<file path="src/logic/mu_defs.svh">
// Field width macros for the memory unit, included by the package and by RTL that sizes vectors
`ifndef MU_DEFS_SVH
`define MU_DEFS_SVH

// Effective address presented on the data bus
`define MU_AW 32

// Operand, store data and load data
`define MU_DW 32

// Register file index carried as the writeback tag
`define MU_REG_AW 5

// Low half and low byte of a data word
`define MU_HALF_W 16
`define MU_BYTE_W 8

`endif

</file>
<file path="src/logic/mu_pkg.sv">
// Shared memory unit types, referenced by scoped name from every RTL file of the unit
`include "mu_defs.svh"

package mu_pkg;

   // Width carrying vectors
   typedef logic [`MU_AW-1:0]     addr_t;
   typedef logic [`MU_DW-1:0]     data_t;
   typedef logic [`MU_REG_AW-1:0] reg_addr_t;

   // Access size code as seen on the bus
   typedef logic [2:0] size_t;

   // Size encodings
   localparam size_t SIZE_BYTE = 3'd1;
   localparam size_t SIZE_HALF = 3'd2;
   localparam size_t SIZE_WORD = 3'd3;

   // Controller states
   // Only one bus transaction may be in flight
   typedef enum logic {
      MU_IDLE    = 1'b0,
      MU_PENDING = 1'b1
   } mu_state_e;

endpackage

</file>
<file path="src/logic/mu_cmd_gen.sv">
// Data bus command builder, turns the issued operation into address, size, data and valid
`timescale 1ns/1ps

module mu_cmd_gen (
   input  logic          ieu_mu_in_valid,
   input  mu_pkg::data_t ieu_operand_1,
   input  mu_pkg::data_t ieu_operand_2,
   input  mu_pkg::data_t ieu_operand_3,
   input  logic          ieu_mu_load,
   input  logic          ieu_mu_store,
   input  mu_pkg::size_t ieu_mu_load_size,
   input  mu_pkg::size_t ieu_mu_store_size,
   output logic          dbus_cmd_valid,
   output mu_pkg::addr_t dbus_cmd_addr,
   output mu_pkg::size_t dbus_cmd_size,
   output logic          dbus_cmd_we,
   output mu_pkg::data_t dbus_din,
   output logic          mu_op_nxt
);

   mu_pkg::data_t ea_sum;

   // Effective address is base plus offset
   assign ea_sum        = ieu_operand_1 + ieu_operand_2;
   assign dbus_cmd_addr = mu_pkg::addr_t'(ea_sum);

   // Stores write operand 3 as is
   // no lane steering here
   assign dbus_cmd_we = ieu_mu_store;
   assign dbus_din    = ieu_operand_3;

   // Size follows the op kind
   always_comb begin
      dbus_cmd_size = '0;
      if (ieu_mu_load) begin
         dbus_cmd_size = dbus_cmd_size | ieu_mu_load_size;
      end
      if (ieu_mu_store) begin
         dbus_cmd_size = dbus_cmd_size | ieu_mu_store_size;
      end
   end

   // Load or store needs the bus
   assign mu_op_nxt = ieu_mu_load | ieu_mu_store;

   // Only memory ops reach the bus
   assign dbus_cmd_valid = ieu_mu_in_valid & mu_op_nxt;

endmodule

</file>
<file path="src/logic/mu_ctrl_fsm.sv">
// Memory unit controller, tracks the single outstanding bus transaction and gates issue ready
`timescale 1ns/1ps

module mu_ctrl_fsm (
   input  logic              clk,
   input  logic              rst,
   input  logic              dbus_cmd_ready,
   input  logic              dbus_cmd_valid,
   input  logic              wb_mu_in_valid,
   input  logic              wb_mu_in_ready,
   input  logic              ieu_mu_in_valid,
   output logic              ieu_mu_in_ready,
   output mu_pkg::mu_state_e state,
   output logic              cmd_accept,
   output logic              issue_accept
);

   mu_pkg::mu_state_e state_nxt;
   logic              wb_accept;

   // Handshakes on the three channels
   assign cmd_accept   = dbus_cmd_valid & dbus_cmd_ready;
   assign issue_accept = ieu_mu_in_valid & ieu_mu_in_ready;
   assign wb_accept    = wb_mu_in_valid & wb_mu_in_ready;

   // Accept new ops only with the bus free and nothing pending
   assign ieu_mu_in_ready = dbus_cmd_ready & (state == mu_pkg::MU_IDLE);

   // Next state
   always_comb begin
      state_nxt = state;
      case (state)
         mu_pkg::MU_IDLE: begin
            // Command taken by the bus
            if (cmd_accept) begin
               state_nxt = mu_pkg::MU_PENDING;
            end
         end
         mu_pkg::MU_PENDING: begin
            // Response handed to writeback
            if (wb_accept) begin
               state_nxt = mu_pkg::MU_IDLE;
            end
         end
         default: state_nxt = mu_pkg::MU_IDLE;
      endcase
   end

   // State register
   always_ff @(posedge clk) begin
      if (rst) begin
         state <= mu_pkg::MU_IDLE;
      end else begin
         state <= state_nxt;
      end
   end

endmodule

</file>
<file path="src/logic/mu_load_ext.sv">
// Load data formatter, holds the access size and extends the returned bus word
`timescale 1ns/1ps

`include "mu_defs.svh"

module mu_load_ext (
   input  logic          clk,
   input  logic          rst,
   input  logic          cmd_accept,
   input  mu_pkg::size_t ieu_mu_load_size,
   input  logic          ieu_mu_sign_ext,
   input  mu_pkg::data_t dbus_dout,
   output mu_pkg::data_t mu_load
);

   mu_pkg::size_t load_size_q;
   logic          sign_ext_q;
   logic          half_fill;
   logic          byte_fill;

   // Size and sign of the access in flight
   always_ff @(posedge clk) begin
      if (rst) begin
         load_size_q <= '0;
         sign_ext_q  <= 1'b0;
      end else if (cmd_accept) begin
         load_size_q <= ieu_mu_load_size;
         sign_ext_q  <= ieu_mu_sign_ext;
      end
   end

   // Fill bits for the upper part
   assign half_fill = sign_ext_q & dbus_dout[`MU_HALF_W-1];
   assign byte_fill = sign_ext_q & dbus_dout[`MU_BYTE_W-1];

   // Data always taken from the low bits
   always_comb begin
      case (load_size_q)
         mu_pkg::SIZE_WORD: mu_load = dbus_dout;
         mu_pkg::SIZE_HALF: begin
            mu_load = {{(`MU_DW-`MU_HALF_W){half_fill}}, dbus_dout[`MU_HALF_W-1:0]};
         end
         mu_pkg::SIZE_BYTE: begin
            mu_load = {{(`MU_DW-`MU_BYTE_W){byte_fill}}, dbus_dout[`MU_BYTE_W-1:0]};
         end
         // Unknown size code yields zero
         default: mu_load = '0;
      endcase
   end

endmodule

</file>
<file path="src/logic/mu_top.sv">
// Memory unit top level, connects issue, data bus and writeback ports to the unit's blocks
`timescale 1ns/1ps

module mu_top (
   input  logic              clk,
   input  logic              rst,
   // Bus command channel
   input  logic              dbus_cmd_ready,
   output logic              dbus_cmd_valid,
   output mu_pkg::addr_t     dbus_cmd_addr,
   output mu_pkg::size_t     dbus_cmd_size,
   output logic              dbus_cmd_we,
   output mu_pkg::data_t     dbus_din,
   // Bus response channel
   output logic              dbus_ready,
   input  logic              dbus_valid,
   input  mu_pkg::data_t     dbus_dout,
   // Issue side
   output logic              ieu_mu_in_ready,
   input  logic              ieu_mu_in_valid,
   input  mu_pkg::data_t     ieu_operand_1,
   input  mu_pkg::data_t     ieu_operand_2,
   input  mu_pkg::data_t     ieu_operand_3,
   input  logic              ieu_mu_load,
   input  logic              ieu_mu_store,
   input  logic              ieu_mu_sign_ext,
   input  mu_pkg::size_t     ieu_mu_store_size,
   input  mu_pkg::size_t     ieu_mu_load_size,
   input  logic              ieu_wb_regf,
   input  mu_pkg::reg_addr_t ieu_wb_reg_addr,
   // Writeback side
   output logic              mu_op,
   output logic              mu_op_load,
   output logic              mu_wb_regf,
   output mu_pkg::reg_addr_t mu_wb_reg_addr,
   output mu_pkg::data_t     mu_load,
   input  logic              wb_mu_in_ready,
   output logic              wb_mu_in_valid
);

   mu_pkg::mu_state_e state;
   logic              cmd_accept;
   logic              issue_accept;
   logic              mu_op_nxt;

   // Response goes straight to writeback
   assign dbus_ready     = wb_mu_in_ready;
   assign wb_mu_in_valid = dbus_valid;

   // Controller
   mu_ctrl_fsm u_ctrl_fsm (
      .clk             (clk),
      .rst             (rst),
      .dbus_cmd_ready  (dbus_cmd_ready),
      .dbus_cmd_valid  (dbus_cmd_valid),
      .wb_mu_in_valid  (wb_mu_in_valid),
      .wb_mu_in_ready  (wb_mu_in_ready),
      .ieu_mu_in_valid (ieu_mu_in_valid),
      .ieu_mu_in_ready (ieu_mu_in_ready),
      .state           (state),
      .cmd_accept      (cmd_accept),
      .issue_accept    (issue_accept)
   );

   // Bus command
   mu_cmd_gen u_cmd_gen (
      .ieu_mu_in_valid   (ieu_mu_in_valid),
      .ieu_operand_1     (ieu_operand_1),
      .ieu_operand_2     (ieu_operand_2),
      .ieu_operand_3     (ieu_operand_3),
      .ieu_mu_load       (ieu_mu_load),
      .ieu_mu_store      (ieu_mu_store),
      .ieu_mu_load_size  (ieu_mu_load_size),
      .ieu_mu_store_size (ieu_mu_store_size),
      .dbus_cmd_valid    (dbus_cmd_valid),
      .dbus_cmd_addr     (dbus_cmd_addr),
      .dbus_cmd_size     (dbus_cmd_size),
      .dbus_cmd_we       (dbus_cmd_we),
      .dbus_din          (dbus_din),
      .mu_op_nxt         (mu_op_nxt)
   );

   // Writeback tag
   mu_wb_tag u_wb_tag (
      .clk             (clk),
      .rst             (rst),
      .issue_accept    (issue_accept),
      .state           (state),
      .mu_op_nxt       (mu_op_nxt),
      .ieu_mu_load     (ieu_mu_load),
      .ieu_wb_regf     (ieu_wb_regf),
      .ieu_wb_reg_addr (ieu_wb_reg_addr),
      .mu_op           (mu_op),
      .mu_op_load      (mu_op_load),
      .mu_wb_regf      (mu_wb_regf),
      .mu_wb_reg_addr  (mu_wb_reg_addr)
   );

   // Load data extension
   mu_load_ext u_load_ext (
      .clk              (clk),
      .rst              (rst),
      .cmd_accept       (cmd_accept),
      .ieu_mu_load_size (ieu_mu_load_size),
      .ieu_mu_sign_ext  (ieu_mu_sign_ext),
      .dbus_dout        (dbus_dout),
      .mu_load          (mu_load)
   );

endmodule

</file>
<file path="src/logic/mu_wb_tag.sv">
// Writeback tag holder, keeps the tag of the outstanding op and shows live values otherwise
`timescale 1ns/1ps

module mu_wb_tag (
   input  logic              clk,
   input  logic              rst,
   input  logic              issue_accept,
   input  mu_pkg::mu_state_e state,
   input  logic              mu_op_nxt,
   input  logic              ieu_mu_load,
   input  logic              ieu_wb_regf,
   input  mu_pkg::reg_addr_t ieu_wb_reg_addr,
   output logic              mu_op,
   output logic              mu_op_load,
   output logic              mu_wb_regf,
   output mu_pkg::reg_addr_t mu_wb_reg_addr
);

   logic              mu_op_q;
   logic              mu_op_load_q;
   logic              mu_wb_regf_q;
   mu_pkg::reg_addr_t mu_wb_reg_addr_q;
   logic              pending;

   // Op flags captured with the issued op
   always_ff @(posedge clk) begin
      if (rst) begin
         mu_op_q      <= 1'b0;
         mu_op_load_q <= 1'b0;
         mu_wb_regf_q <= 1'b0;
      end else if (issue_accept) begin
         mu_op_q      <= mu_op_nxt;
         mu_op_load_q <= ieu_mu_load;
         mu_wb_regf_q <= ieu_wb_regf;
      end
   end

   // Register index captured alongside
   always_ff @(posedge clk) begin
      if (issue_accept) begin
         mu_wb_reg_addr_q <= ieu_wb_reg_addr;
      end
   end

   assign pending = (state == mu_pkg::MU_PENDING);

   // Pending op owns the writeback tag
   // Idle passes the issue side through
   assign mu_op          = pending ? mu_op_q          : mu_op_nxt;
   assign mu_op_load     = pending ? mu_op_load_q     : ieu_mu_load;
   assign mu_wb_regf     = pending ? mu_wb_regf_q     : ieu_wb_regf;
   assign mu_wb_reg_addr = pending ? mu_wb_reg_addr_q : ieu_wb_reg_addr;

endmodule

</file>
<file path="config.mk">
export PLATFORM = sky130hd
export DESIGN_NAME = mu_top
export DESIGN_NICKNAME = d
export VERILOG_FILES = /design/src/logic/mu_pkg.sv /design/src/logic/mu_cmd_gen.sv /design/src/logic/mu_ctrl_fsm.sv /design/src/logic/mu_load_ext.sv /design/src/logic/mu_top.sv /design/src/logic/mu_wb_tag.sv
export VERILOG_INCLUDE_DIRS = /design/src /design/src/logic
export SDC_FILE = /design/constraint.sdc
export NUM_CORES = 1
export LEC_CHECK = 0
export BUFFER_PORTS_ARGS = -buffer_cell sky130_fd_sc_hd__buf_2
export CORE_AREA = 2 2 101 103
export CTS_CLUSTER_DIAMETER = 40
export DETAILED_ROUTE_END_ITERATION = 8
export DIE_AREA = 0 0 103 105
export HOLD_SLACK_MARGIN = 0.08
export PLACE_DENSITY = 0.7
export SYNTH_ARGS = -nofsm -noshare
export SYNTH_HDL_FRONTEND = slang
export SYNTH_SLANG_ARGS = --single-unit
</file>
<file path="constraint.sdc">
create_clock -name clk -period 1.7 [get_ports clk]
set_input_delay 0.085 -clock clk [delete_from_list [all_inputs] [get_ports clk]]
set_output_delay 0.085 -clock clk [all_outputs]
set_load 0.01 [all_outputs]
</file>
==> results.json <==
{
  "hp-class": "primary input to register",
  "antenna_cells": 0,
  "p_sw_share_pct": 41.1,
  "post_dp_cell_area_um2": 4490,
  "start_util_pct": 30.9,
  "yosys.area.top_type": "ha_1",
  "synth.net_count": 571,
  "r2r_start": "u_ctrl_fsm.state$_SDFF_PP0_",
  "track_usage_pct": 18.6,
  "drt-pass1-iter-count": 5,
  "avgSynthCellArea_um2": 7.63,
  "rr_worst_depth": 3,
  "root_buffer": "clkbuf_8",
  "ys_top_cells_by_area": "ha_1 13%, buf_4 9.3%, a21o_1 7.6%",
  "remaining_drc_errors": 0,
  "die_h_um": 105,
  "final_common_cell": "buf_2",
  "die_w_um": 103,
  "synthFlopType": "dfxtp_1",
  "vias_per_cell": 4.89,
  "multi_input_area_um2": 2780,
  "postSynthCellCount": 390,
  "maxCapViolCount": 0,
  "final_cell_area_um2": 5200,
  "ys_types": 58,
  "synthArstFlopShare_pct": 0,
  "cp_data_arrival_time_ps": 1960,
  "ant_nets": 0,
  "setup_viol": 25,
  "setup_tns_ps": -5390,
  "finalPower_mw": 2.50,
  "worst_slew_pin_slew_ps": 489,
  "syn-cell-area_um2": 2980,
  "r2r_end": "u_wb_tag.mu_wb_reg_addr_q[0]$_DFFE_PP_",
  "dp_hpwl_um": 8940,
  "p_seq_share_pct": 14.1,
  "first_global_vias": 3745,
  "grt_max_degree": 17,
  "gp_congestion": 0.829,
  "h-tree-depth": 1,
  "cpMostUsedCell": "buf_4",
  "timing.final.crit_share_pct": 120,
  "crit_path_start": "ieu_operand_2[1]",
  "final_cell_mix": "177 x buf_2, 89 x buf_4, 46 x nand2_1, 30 x a21o_1, 27 x a21oi_1",
  "synth-seq-area-share_pct": 10.4,
  "status": "complete, but fails checks",
  "cts_tree": "built",
  "p_comb_share_pct": 75.4,
  "clkPwrFrac_pct": 10.5,
  "cp.depth": 11,
  "path_cells": "buf_6 > ha_4 > a211oi_4 > o311ai_4 > a21boi_2 > buf_4 > nor3_4 > buf_4 > nor2_2 > xnor2_1 > buf_2",
  "critPathTopFamily": "buffers and inverters",
  "p_int_mw": 1.47,
  "finalClockSkew_ps": 1.97,
  "vias": 3770,
  "setup.worst_path.start_class": "primary input",
  "whs_path_depth": 3,
  "cts-buffers-inserted": 3,
  "nets": 820,
  "critPathBufInv": 4,
  "max_stage_delay_ps": 350,
  "worst-setup-path-type": "primary input to output port",
  "cts_buffer_depth": 2,
  "insertion_delay_ps": 230,
  "grt_pass1_wl_um": 16800,
  "netlist.area_leader.share_pct": 13.0,
  "max_slew_margin_pct": 67.3,
  "synth_edf_count": 5,
  "p_per_area_nw_per_um2": 480,
  "clk_pin_slew_ps": 50,
  "num_rows": 36,
  "antenna_found_initial": 0,
  "timing.final.max_slew_violations": 0,
  "violations": "negative setup slack",
  "hold_violations": 0,
  "ys_ff_latch": 13,
  "critPathMaxFanout": 3,
  "syn_to_final_growth_pct": 74.7,
  "power.switching_mw": 1.03,
  "clock.fmax_mhz": 489,
  "final_util_pct": 53.9,
  "clock_sinks": 13,
  "reg2reg_slack_ps": 370,
  "rsz0062_at_grt": "true",
  "final-seq-area_um2": 310,
  "wl_um": 11100,
  "placement.io_buffers": 196,
  "period_needed_ps": 2040,
  "end_kind": "output port",
  "io_pins": 261,
  "nFillCells": 912,
  "critPathRequiredTime_ps": 1620,
  "core_area_um2": 9640,
  "drive_gt1_share_pct": 60.0,
  "gr-total-overflow": 0,
  "yosysWarnings": 0,
  "cp-endpoint": "dbus_cmd_addr[21]",
  "p_leak_nw": 2.67,
  "die-area_um2": 10800,
  "critPathSlowestCell": "o311ai_4",
  "ir_worst_vdd_mv": 0.535,
  "wl_per_cell_um": 14.4,
  "drt-initial-drc-count": 123,
  "fin_ws_ps": -344
}
## state kept, by name (all words and copies together) (netlist names)
register and cells:
u_ctrl_fsm.state 1, u_load_ext.load_size_q 3, u_load_ext.sign_ext_q 1, u_wb_tag.mu_op_load_q 1, u_wb_tag.mu_op_q 1, u_wb_tag.mu_wb_reg_addr_q 5
u_wb_tag.mu_wb_regf_q 1
## timing repair
action / in CTS / in global routing
hold endpoints to repair: 5 / 0
hold buffers: 5 / 0
setup endpoints to repair: 24 / 25
buffers inserted: 8 / 5
gates resized for setup: 60 / 41
pin swaps: 30 / 21
## synth_stat cells (all sizes together) (10+ instances only)
cell type	count
nand3	11
nor2	24
o21ai	18
xnor2	17
xor2	10
a21oi	41
and2	10
nand2	47
ha	31
buf	43
a21o	31
## per-layer routing
layer	up-vias	wire length [um]	share of wire [%]	GRT usage (%)
met5	-	0	0	0
met4	0	240	2.2	4.79
met3	26	710	6.4	2.88
met2	138	5820	52	35.3
met1	1733	4360	39	20.9
li1	1873	-	-	-
## cell families (layout without fill, tap and decap cells)
logic type,Yosys count,in the layout,synth area share (%)
buffers and inverters,58,306,13.0
AO/OA/AOI/OAI,131,131,32.4
XOR/XNOR,27,27,7.95
multiplexers,8,8,3.03
adder cells (fa/ha/maj),32,32,13.7
AND/OR/NAND/NOR,121,121,19.5
flip-flops,13,13,10.4
## worst min path at each step
stage / slack (ps) / startpoint / endpoint
2_1_floorplan: 180 / ieu_wb_reg_addr[0] / u_wb_tag.mu_wb_reg_addr_q[0]$_DFFE_PP_
3_3_place_gp: 170 / ieu_operand_3[18] / dbus_din[18]
3_5_place_dp: 170 / ieu_operand_3[18] / dbus_din[18]
4_1_cts: 110 / ieu_wb_regf / u_wb_tag.mu_wb_regf_q$_SDFFE_PP0P_
5_1_grt: 130 / ieu_wb_regf / u_wb_tag.mu_wb_regf_q$_SDFFE_PP0P_
6_report: 110 / ieu_wb_regf / u_wb_tag.mu_wb_regf_q$_SDFFE_PP0P_
## per-stage QoR
step / worst slack [ps] / hold slack [ps] / std cells
floorplan: -49.7 / 184 / 390
global placement: -405 / 170 / 754
detailed placement: -453 / 170 / 754
CTS: -280 / 107 / 769
global route: -391 / 131 / 771
finish: -344 / 105 / 771
## power by group through the flow
stage                     Clock, mW  Combinational, mW  Sequential (mW)
after floorplan                   0              0.938            0.351
after global placement            0               1.57            0.356
after detailed placement          0               1.59            0.358
after CTS                     0.269               1.76            0.351
after global routing          0.278               2.04            0.353
final                         0.263               1.88            0.351
## layout make-up
type	count	share of cell area, %
Multi-Input combinational cell	319	53.5
Timing Repair Buffer	294	35.9
Clock buffer	4	0.866
Tap cell	133	3.20
Sequential cell	13	5.97
Inverter	8	0.578
## tightest hold or removal path, cell delays in order
cell     delay, ps
buf_2          100
nand2_1         50
a21oi_1         50
Power figures use the tool's default switching activity.
